[src/rtl/mshr_pkg.sv]
package mshr_pkg;

    // table geometry
    localparam int n_mshr = 4;
    // index width for n_mshr entries
    localparam int mshr_bits = 2;

    // l2 address fields kept per entry
    localparam int set_bits = 4;
    localparam int tag_bits = 8;

    // credit counter holds 0 through n_mshr
    localparam int credit_bits = 3;

    // entry index
    typedef logic [mshr_bits-1:0] mshr_idx_t;

    // cache set index
    typedef logic [set_bits-1:0] l2_set_t;

    // cache tag
    typedef logic [tag_bits-1:0] l2_tag_t;

    // transient coherence states of a pending miss
    // spx_i must stay at zero, it marks a free entry
    typedef enum logic [2:0] {
        spx_i   = 3'd0,
        spx_is  = 3'd1,
        spx_ri  = 3'd2,
        spx_xr  = 3'd3,
        spx_xrv = 3'd4,
        spx_amo = 3'd5
    } unstable_state_t;

    // forwarded coherence messages from the directory
    typedef enum logic [1:0] {
        fwd_inv       = 2'd0,
        fwd_rvk_o     = 2'd1,
        fwd_req_s     = 2'd2,
        fwd_req_odata = 2'd3
    } fwd_msg_t;

endpackage
[src/rtl/mshr_unit.sv]
`timescale 1ns/1ps

module mshr_unit (
    input  logic                        clk,
    input  logic                        rst,
    // new miss
    input  logic                        req_valid,
    input  mshr_pkg::l2_set_t           req_set,
    input  mshr_pkg::l2_tag_t           req_tag,
    input  mshr_pkg::unstable_state_t   req_state,
    output logic                        req_ready,
    output mshr_pkg::mshr_idx_t         req_idx,
    // state update
    input  logic                        upd_valid,
    input  mshr_pkg::mshr_idx_t         upd_idx,
    input  mshr_pkg::unstable_state_t   upd_state,
    // forward lookup
    input  logic                        fwd_valid,
    input  mshr_pkg::fwd_msg_t          fwd_msg,
    input  mshr_pkg::l2_set_t           fwd_set,
    input  mshr_pkg::l2_tag_t           fwd_tag,
    output logic                        fwd_done,
    output logic                        fwd_hit,
    output logic                        fwd_stall,
    output mshr_pkg::mshr_idx_t         fwd_idx,
    // drain
    input  logic                        drain_req,
    output logic                        drain_busy
);

    // allocator and table handshake
    logic alloc_we;
    logic set_conflict;
    logic credit_return;

    // table contents to the forward checker
    mshr_pkg::l2_set_t         entry_set   [mshr_pkg::n_mshr];
    mshr_pkg::l2_tag_t         entry_tag   [mshr_pkg::n_mshr];
    mshr_pkg::unstable_state_t entry_state [mshr_pkg::n_mshr];

    // credits and acceptance
    mshr_alloc alloc0 (
        .clk           (clk),
        .rst           (rst),
        .req_valid     (req_valid),
        .set_conflict  (set_conflict),
        .credit_return (credit_return),
        .req_ready     (req_ready),
        .alloc_we      (alloc_we)
    );

    // entry storage, free index goes straight out as req_idx
    mshr_table table0 (
        .clk           (clk),
        .rst           (rst),
        .alloc_we      (alloc_we),
        .req_set       (req_set),
        .req_tag       (req_tag),
        .req_state     (req_state),
        .upd_valid     (upd_valid),
        .upd_idx       (upd_idx),
        .upd_state     (upd_state),
        .drain_req     (drain_req),
        .free_idx      (req_idx),
        .set_conflict  (set_conflict),
        .credit_return (credit_return),
        .drain_busy    (drain_busy),
        .entry_set     (entry_set),
        .entry_tag     (entry_tag),
        .entry_state   (entry_state)
    );

    // forward lookup and stall
    mshr_fwd_check fwd0 (
        .clk         (clk),
        .rst         (rst),
        .fwd_valid   (fwd_valid),
        .fwd_msg     (fwd_msg),
        .fwd_set     (fwd_set),
        .fwd_tag     (fwd_tag),
        .entry_set   (entry_set),
        .entry_tag   (entry_tag),
        .entry_state (entry_state),
        .fwd_done    (fwd_done),
        .fwd_hit     (fwd_hit),
        .fwd_stall   (fwd_stall),
        .fwd_idx     (fwd_idx)
    );

endmodule

[src/rtl/mshr_fwd_check.sv]
`timescale 1ns/1ps

module mshr_fwd_check (
    input  logic                        clk,
    input  logic                        rst,
    // incoming forward from the directory
    input  logic                        fwd_valid,
    input  mshr_pkg::fwd_msg_t          fwd_msg,
    input  mshr_pkg::l2_set_t           fwd_set,
    input  mshr_pkg::l2_tag_t           fwd_tag,
    // current table contents
    input  mshr_pkg::l2_set_t           entry_set   [mshr_pkg::n_mshr],
    input  mshr_pkg::l2_tag_t           entry_tag   [mshr_pkg::n_mshr],
    input  mshr_pkg::unstable_state_t   entry_state [mshr_pkg::n_mshr],
    // lookup result, one cycle after fwd_valid
    output logic                        fwd_done,
    output logic                        fwd_hit,
    output logic                        fwd_stall,
    output mshr_pkg::mshr_idx_t         fwd_idx
);

    logic                      hit_next;
    logic                      stall_next;
    mshr_pkg::mshr_idx_t       idx_next;
    // state of the winning entry
    mshr_pkg::unstable_state_t hit_state;

    // match against live entries
    // later index overrides, highest match wins
    always_comb begin
        hit_next  = 1'b0;
        idx_next  = '0;
        hit_state = mshr_pkg::spx_i;
        for (int i = 0; i < mshr_pkg::n_mshr; i++) begin
            if (entry_state[i] != mshr_pkg::spx_i &&
                entry_set[i] == fwd_set && entry_tag[i] == fwd_tag) begin
                hit_next  = 1'b1;
                idx_next  = mshr_pkg::mshr_idx_t'(i);
                hit_state = entry_state[i];
            end
        end
    end

    // stall rule
    // fwd_inv is always answered right away
    // others pass only if ownership is already being revoked
    assign stall_next = hit_next && fwd_msg != mshr_pkg::fwd_inv &&
                        hit_state != mshr_pkg::spx_ri;

    // result register, new lookup every cycle
    always_ff @(posedge clk or negedge rst) begin
        if (!rst) begin
            fwd_done  <= 1'b0;
            fwd_hit   <= 1'b0;
            fwd_stall <= 1'b0;
            fwd_idx   <= '0;
        end else begin
            fwd_done  <= fwd_valid;
            fwd_hit   <= fwd_valid && hit_next;
            fwd_stall <= fwd_valid && stall_next;
            // miss reports index 0
            fwd_idx   <= (fwd_valid && hit_next) ? idx_next : '0;
        end
    end

    // a stall always points at a real entry
    stall_hit_a: assert property (
        @(posedge clk) disable iff (!rst)
        fwd_stall |-> (fwd_hit && fwd_done)
    );

endmodule

[src/rtl/mshr_table.sv]
`timescale 1ns/1ps

module mshr_table (
    input  logic                        clk,
    input  logic                        rst,
    // allocation of a new miss at free_idx
    input  logic                        alloc_we,
    input  mshr_pkg::l2_set_t           req_set,
    input  mshr_pkg::l2_tag_t           req_tag,
    input  mshr_pkg::unstable_state_t   req_state,
    // state update of a live entry
    input  logic                        upd_valid,
    input  mshr_pkg::mshr_idx_t         upd_idx,
    input  mshr_pkg::unstable_state_t   upd_state,
    input  logic                        drain_req,
    output mshr_pkg::mshr_idx_t         free_idx,
    output logic                        set_conflict,
    output logic                        credit_return,
    output logic                        drain_busy,
    // entry contents for the forward checker
    output mshr_pkg::l2_set_t           entry_set   [mshr_pkg::n_mshr],
    output mshr_pkg::l2_tag_t           entry_tag   [mshr_pkg::n_mshr],
    output mshr_pkg::unstable_state_t   entry_state [mshr_pkg::n_mshr]
);

    // live flags now and one cycle ago
    logic [mshr_pkg::n_mshr-1:0] live;
    logic [mshr_pkg::n_mshr-1:0] live_q;
    // any entry free at all
    logic free_any;

    // set and tag are payload, only meaningful while the entry is live
    always_ff @(posedge clk) begin
        if (alloc_we) begin
            entry_set[free_idx] <= req_set;
            entry_tag[free_idx] <= req_tag;
        end
    end

    // state per entry
    // allocation writes the initial state, update overwrites it
    always_ff @(posedge clk or negedge rst) begin
        if (!rst) begin
            for (int i = 0; i < mshr_pkg::n_mshr; i++) begin
                entry_state[i] <= mshr_pkg::spx_i;
            end
        end else begin
            for (int i = 0; i < mshr_pkg::n_mshr; i++) begin
                if (alloc_we && free_idx == mshr_pkg::mshr_idx_t'(i)) begin
                    entry_state[i] <= req_state;
                end else if (upd_valid && upd_idx == mshr_pkg::mshr_idx_t'(i)) begin
                    entry_state[i] <= upd_state;
                end
            end
        end
    end

    // scan for free slot, set conflict and outstanding ownership
    always_comb begin
        free_idx     = '0;
        free_any     = 1'b0;
        set_conflict = 1'b0;
        drain_busy   = 1'b0;
        for (int i = 0; i < mshr_pkg::n_mshr; i++) begin
            live[i] = entry_state[i] != mshr_pkg::spx_i;
            // ascending loop, so the highest free index wins
            if (!live[i]) begin
                free_idx = mshr_pkg::mshr_idx_t'(i);
                free_any = 1'b1;
            end
            // same set already in flight, new miss has to wait
            if (live[i] && entry_set[i] == req_set) begin
                set_conflict = 1'b1;
            end
            // ownership or atomic still pending
            if (drain_req && (entry_state[i] == mshr_pkg::spx_xr ||
                              entry_state[i] == mshr_pkg::spx_xrv ||
                              entry_state[i] == mshr_pkg::spx_amo)) begin
                drain_busy = 1'b1;
            end
        end
    end

    // credit return
    // live last cycle and free now means an entry was just released,
    // the pulse comes out one cycle after the entry went to spx_i
    always_ff @(posedge clk or negedge rst) begin
        if (!rst) begin
            live_q        <= '0;
            credit_return <= 1'b0;
        end else begin
            live_q        <= live;
            credit_return <= |(live_q & ~live);
        end
    end

    // allocator granted a credit, so a free entry must exist
    alloc_free_a: assert property (
        @(posedge clk) disable iff (!rst)
        alloc_we |-> free_any
    );

    // updates go to entries that are in flight
    upd_live_a: assert property (
        @(posedge clk) disable iff (!rst)
        upd_valid |-> entry_state[upd_idx] != mshr_pkg::spx_i
    );

    // never allocate and update the same slot on one edge
    no_clash_a: assert property (
        @(posedge clk) disable iff (!rst)
        (alloc_we && upd_valid) |-> upd_idx != free_idx
    );

endmodule

[src/rtl/mshr_alloc.sv]
`timescale 1ns/1ps

module mshr_alloc (
    input  logic clk,
    input  logic rst,
    // new miss from the l2 controller
    input  logic req_valid,
    // some live entry already holds the requested set
    input  logic set_conflict,
    // one entry was freed, one credit comes back
    input  logic credit_return,
    output logic req_ready,
    output logic alloc_we
);

    // one credit per free entry
    logic [mshr_pkg::credit_bits-1:0] credits;

    // accept only with a credit in hand and no set conflict
    assign req_ready = (credits != '0) && !set_conflict;

    // table writes the new entry on this strobe
    assign alloc_we = req_valid && req_ready;

    // credit counter
    // take on allocation, give back on return, both at once cancel
    always_ff @(posedge clk or negedge rst) begin
        if (!rst) begin
            credits <= mshr_pkg::credit_bits'(mshr_pkg::n_mshr);
        end else begin
            case ({alloc_we, credit_return})
                2'b10: begin
                    credits <= credits - 1'b1;
                end
                2'b01: begin
                    credits <= credits + 1'b1;
                end
                default: begin
                    credits <= credits;
                end
            endcase
        end
    end

    // counter stays within 0..n_mshr
    // an underflow would wrap above n_mshr and trip this as well
    credit_range_a: assert property (
        @(posedge clk) disable iff (!rst)
        credits <= mshr_pkg::credit_bits'(mshr_pkg::n_mshr)
    );

    // table never hands back a credit the allocator did not give out
    credit_return_a: assert property (
        @(posedge clk) disable iff (!rst)
        (credit_return && !alloc_we) |->
            credits != mshr_pkg::credit_bits'(mshr_pkg::n_mshr)
    );

endmodule

[config.mk]
export PLATFORM = sky130hd
export DESIGN_NAME = mshr_unit
export DESIGN_NICKNAME = d
export VERILOG_FILES = /design/src/rtl/mshr_pkg.sv /design/src/rtl/mshr_unit.sv /design/src/rtl/mshr_fwd_check.sv /design/src/rtl/mshr_table.sv /design/src/rtl/mshr_alloc.sv
export SDC_FILE = /design/constraint.sdc
export NUM_CORES = 1
export LEC_CHECK = 0
export BUFFER_PORTS_ARGS = -buffer_cell sky130_fd_sc_hd__buf_2
export CAP_MARGIN = 40
export CORE_MARGIN = 5
export CORE_UTILIZATION = 45
export CTS_CLUSTER_DIAMETER = 120
export CTS_CLUSTER_SIZE = 25
export DETAILED_ROUTE_END_ITERATION = 10
export GPL_TIMING_DRIVEN = 1
export HOLD_SLACK_MARGIN = 0.1
export PLACE_DENSITY_LB_ADDON = 0.08
export SETUP_SLACK_MARGIN = 0.3
export SKIP_CTS_REPAIR_TIMING = 1
export SKIP_LAST_GASP = 1
export SYNTH_ARGS = -nofsm -noshare
export SYNTH_HDL_FRONTEND = slang
export SYNTH_SLANG_ARGS = --single-unit
[constraint.sdc]
create_clock -name clk -period 5.2 [get_ports clk]
set_input_delay 1.04 -clock clk [delete_from_list [all_inputs] [get_ports clk]]
set_output_delay 1.04 -clock clk [all_outputs]
set_load 0.1 [all_outputs]
# Word level (Yosys, flattened, before mapping)
# Cells that the tools add are included.
[classes]
add_sub_neg = 2
n_lt_le_gt_ge = 2
eq_ne = 33
mux = 38
n_bitwise = 3
reduce_logical = 54
[ops]
columns = ["cell", "count"]
rows = [
  ["3-bit two-way mux", 12],
  ["32-bit bitwise mux", 1],
  ["4-bit == test", 8],
  ["8-bit == test", 4],
  ["1-bit logical AND", 31],
  ["3-bit == test, second input constant", 8],
  ["16-bit bitwise mux", 1],
  ["8-bit demux with 2-bit select", 1],
  ["3-bit nonzero test", 5],
  ["1-bit two-way mux", 14],
  ["3-bit by 2-bit == test with 1-bit output, second input constant", 4],
  ["2-bit nonzero test", 6],
  ["2-bit == test, second input constant", 5],
  ["2-bit two-way mux", 5],
  ["4-bit demux with 2-bit select", 1],
  ["1-bit logical OR", 8],
  ["8-bit two-way mux", 1],
  ["2-bit by 1-bit == test with 1-bit output, second input constant", 3],
  ["3-bit one-hot mux with 2 select lines", 1],
  ["4-bit bitwise AND", 1],
  ["2-bit logical NOT", 2],
  ["4-bit two-way mux", 1],
  ["4-bit inverter", 1],
  ["4-bit OR reduction", 1],
  ["7 further kinds", 7],
]
[word_totals]
reg_bits = 73
in_bits = 40
output_inout_bits = 9
wordCells = 151

# Longest topological paths before layout
[depth]
word_depth = 11
depth_mapped = 12

# Modules after synthesis
# Synthesis repeated with hierarchy kept, for this count alone.
[unflattened]
cells_unflattened = 270
area_unflattened_um2 = 3494.6
[modules_own_cells]
columns = ["module", "n_inst", "cells_per_inst", "area_each_um2", "seq_area_each_um2"]
rows = [
  ["mshr_table", 1, 161, 2513.7, 1866.8],
  ["mshr_fwd_check", 1, 94, 803.3, 125.1],
  ["mshr_alloc", 1, 15, 177.7, 76.3],
]

# Worst setup path after synthesis
# No wires, ideal clock.
[synth_path]
path_kind = "reg-to-output"
start = "register table0.entry_state[6] (netlist name)"
end = "output req_idx[0]"
arrival_ps = 2883
required_ps = 4160
path_slack_ps = 1277
stages_incl_launch_ff = 4
path_buffers = 0
path_cell_list = "dfrtp_1 nor3_4 inv_1 o21ai_0"
[synth_between]
elab_chain_len = 4
[synth_rtl]
columns = ["item", "line", "rtl"]
rows = [
  ["start, declared", "mshr_table.sv:23", "output mshr_pkg::unstable_state_t entry_state [mshr_pkg::n_mshr]"],
  ["start signal, assigned by index", "mshr_table.sv:45", "entry_state[i] <= mshr_pkg::spx_i;"],
  ["start signal, assigned by index", "mshr_table.sv:50", "entry_state[i] <= req_state;"],
  ["start signal, assigned by index", "mshr_table.sv:52", "entry_state[i] <= upd_state;"],
  ["3-bit nonzero test", "mshr_table.sv:65", "live[i] = entry_state[i] != mshr_pkg::spx_i;"],
  ["via table0.live, one bit", "mshr_table.sv:27", "logic [mshr_pkg::n_mshr-1:0] live;"],
  ["1-bit two-way mux", "mshr_table.sv:67", "if (!live[i]) begin"],
  ["2-bit two-way mux (2 in a row)", "mshr_table.sv:67", ""],
  ["end, declared", "mshr_unit.sv:12", "output mshr_pkg::mshr_idx_t req_idx,"],
]
# The timed path passes the listed nets, and every way through them passes these cells.

# Final worst setup path
[layout_path]
start = "input req_set[0]"
end = "output req_ready"
[layout_between]
elab_chain_len = 8
elab_cells_between_ends = 14
classes_between = "eq/ne: 4; mux: 4; reduce/logical: 6"
[layout_rtl]
columns = ["item", "line", "rtl"]
rows = [
  ["start, declared", "mshr_unit.sv:8", "input mshr_pkg::l2_set_t req_set,"],
  ["4-bit == test", "mshr_table.sv:72", "if (live[i] && entry_set[i] == req_set) begin"],
  ["1-bit logical AND", "mshr_table.sv:72", ""],
  ["1-bit two-way mux (3 in a row)", "mshr_table.sv:72", ""],
  ["1-bit two-way mux *", "mshr_table.sv:72", ""],
  ["1-bit logical NOT *", "mshr_alloc.sv:20", "assign req_ready = (credits != '0) && !set_conflict;"],
  ["1-bit logical AND *", "mshr_alloc.sv:20", ""],
  ["end, declared", "mshr_unit.sv:11", "output logic req_ready,"],
]
# Mark *: on every way between the ends. The rest lies on a longest branch, timed or not.

==> results_dict.tcl <==
set metrics [dict create \
    crit_buf_inv 2 \
    relSlewSlack_pct 61.0 \
    fmax_ghz 0.296 \
    ios 49 \
    synth_warnings 0 \
    grt_start_max_net_pins 26 \
    required_ns 4.16 \
    fill_cells 675 \
    grt_pass1_vias 2228 \
    overflow 0 \
    gp_congestion 0.789 \
    drive_gt1_share_pct 27.9 \
    critPathCaptureType "output pin" \
    clk_path_buf_depth 2 \
    drc_errors 0 \
    drt_pre_antenna_iters 5 \
    critPathArrivalTime_ns 2.34 \
    final_cell_mix "xor2_1 (52), buf_2 (48), edfxtp_1 (48)" \
    cts_tree "built" \
    antenna_found_initial 0 \
    final.period_utilization_pct 65.1 \
    critPathMaxFanout 8 \
    fin_area_um2 4140 \
    start_util_pct 46.2 \
    drt-initial-drc-count 68 \
    dieArea_um2 9810 \
    cts_max_level 3 \
    syn_area_um2 3570 \
    final.min_clock_period_ns 3.38 \
    diodes 0 \
    area_delta_synth_final_pct 16.0 \
    postRouteWirelength_um 7390 \
    syn_inst 258 \
    yosysSeqAreaShare_pct 58.0 \
    synth_edf_count 48 \
    slowest_delay_ns 0.47 \
    synth_top_area_cell "edfxtp_1" \
    cts_root_buf "clkbuf_8" \
    leakage_nw 1.63 \
    synth.ff_latch_count 73 \
    path_cells "buf_2, xnor2_1, nand4_1, o32ai_2, nor3_4, buf_2" \
    syn-num-nets 300 \
    dp_hpwl_um 5530 \
    clkSinkCount 73 \
    power.density_nw_per_um2 503 \
    critical_path_depth 6 \
    finalSetupViolCount 0 \
    rsz0062_at_grt "false" \
    async_flop_share_pct 34.2 \
    fin_nets 356 \
    viasPerCell 5.01 \
    min_path_type "flop to flop" \
    cp_slowest_cell "buf_2" \
    r2r_cells 10 \
    design_power_total_mw 2.08 \
    coreArea_um2 7730 \
    path_class "input port to output pin" \
    drv_slew 0 \
    grt_pass1_wl_um 11900 \
    placed_cell_area_um2 3930 \
    outcome "complete, no violations" \
    routed-via-count 2109 \
    start_kind "input port" \
    cpLargestDelayFamily "buffers and inverters" \
    antenna_left 0 \
    grt.total_usage_pct 16.2 \
    cp_common_cell "buf_2" \
    whs_path_depth 2 \
    hold_viol 0 \
    cts_inserted_buffers 9 \
    path_clk_slew_ns 0.07 \
    synth_area_leaders "edfxtp_1 (40%), dfrtp_1 (17%), xor2_1 (13%)" \
    synth_top_area_share_pct 40.4 \
    rows 32 \
    die_w_um 99.1 \
    port_buffers 48 \
    wl_per_cell_um 17.5 \
    worst_slew_pin_slew_ns 0.585 \
    fin_tns_setup_ns 0 \
    clkLatencyLatePin_ns 0.36 \
    vdd_drop_max_mv 0.257 \
    layout_commonest_cell "xor2_1" \
    synth_top_flop_cell "edfxtp_1" \
    skew_ns 0.0136 \
    yosysUniqueCellTypes 46 \
    final_util_pct 53.6 \
    drv_cap 0 \
    die_h_um 99.1 \
    syn_area_per_cell_um2 13.8 \
]
-- metal layers --
| layer | up-vias | track usage [%] | wire, µm |
|---|---|---|---|
| met5 | - | 0 | 0 |
| met4 | 0 | 4.41 | 91 |
| met3 | 7 | 5.52 | 370 |
| met2 | 44 | 27.2 | 3760 |
| met1 | 1009 | 19.9 | 3170 |
| li1 | 1049 | - | - |
-- worst register-to-register path, delay by kind of cell (launching register included) --
family                     cells  cell delay (ns)
and+or+nand+nor                5             0.81
buffers and inverters          2             0.19
muxes                          1             0.26
DFF                            1             0.46
adders and majority gates      2             0.60
-- flip-flops by register name, summed over array words and instances (netlist names) --
signal	flops
table0.entry_set	16
fwd0.fwd_done	1
table0.entry_tag	32
table0.live_q	4
fwd0.fwd_idx	2
table0.entry_state	12
fwd0.fwd_hit	1
table0.credit_return	1
fwd0.fwd_stall	1
alloc0.credits	3
-- area by class of cell --
| class | count | area (µm²) | share of cell area, % |
|---|---|---|---|
| clock buffer | 11 | 131 | 3.17 |
| clock inverter | 5 | 80.1 | 1.93 |
| inverter | 12 | 45.0 | 1.09 |
| multi-input combinational | 168 | 1420 | 34.2 |
| sequential | 73 | 2070 | 50.0 |
| tap | 102 | 128 | 3.08 |
| timing repair buffer | 50 | 270 | 6.53 |
-- path summary, 6_finish.rpt --
kind | startpoint | endpoint | slack (ns)
max | req_set[0] | req_ready | 1.82
min | table0.live_q[3]$_DFF_PN0_ | table0.credit_return$_DFF_PN0_ | 0.48
max reg2reg | table0.entry_state[1]$_DFFE_PN0P_ | alloc0.credits[1]$_DFFE_PN0P_ | 2.77
min reg2reg | table0.live_q[3]$_DFF_PN0_ | table0.credit_return$_DFF_PN0_ | 0.48
max in group asynchronous | rst | table0.entry_state[9]$_DFFE_PN0P_ | 4.15
min in group asynchronous | rst | alloc0.credits[0]$_DFFE_PN0P_ | 0.66
-- through the flow --
stage	hold slack, ns	cells	setup slack [ns]
2_1_floorplan	0.438	258	1.28
3_3_place_gp	0.469	403	1.85
3_5_place_dp	0.466	405	1.80
4_1_cts	0.481	421	1.80
5_1_grt	0.527	421	1.74
6_report	0.481	421	1.82
-- cells in the mapped netlist, drive strengths merged (2+ instances only) --
master	number
nor2	7
a21boi	2
inv	12
a21oi	2
nor3	10
nand3	6
mux2i	3
nor4	8
nand4	10
xnor2	15
dfrtp	24
buf	4
nor3b	2
xor2	52
and4	2
nand2	5
edfxtp	48
nand3b	3
o22ai	3
nor4b	2
o21ai	3
mux2	18
a22oi	2
-- power by group --
group	internal, mW	switching (mW)
Sequential	0.785	0.131
Combinational	0.263	0.424
Clock	0.270	0.211
Total	1.32	0.766
-- logic make-up (layout without fill, tap and decap cells) --
family / count (synthesis) / after routing / share of synthesized area, %
xor gates and xnor gates: 67 / 67 / 16.4
DFF: 73 / 73 / 58.0
muxes: 21 / 21 / 7.15
buffers and inverters: 17 / 78 / 2.31
AOI/OAI and AO/OA: 18 / 18 / 3.75
adders and majority gates: 2 / 2 / 0.912
and+or+nand+nor: 60 / 60 / 11.5
Note: power is estimated with default switching activity, not from simulation.
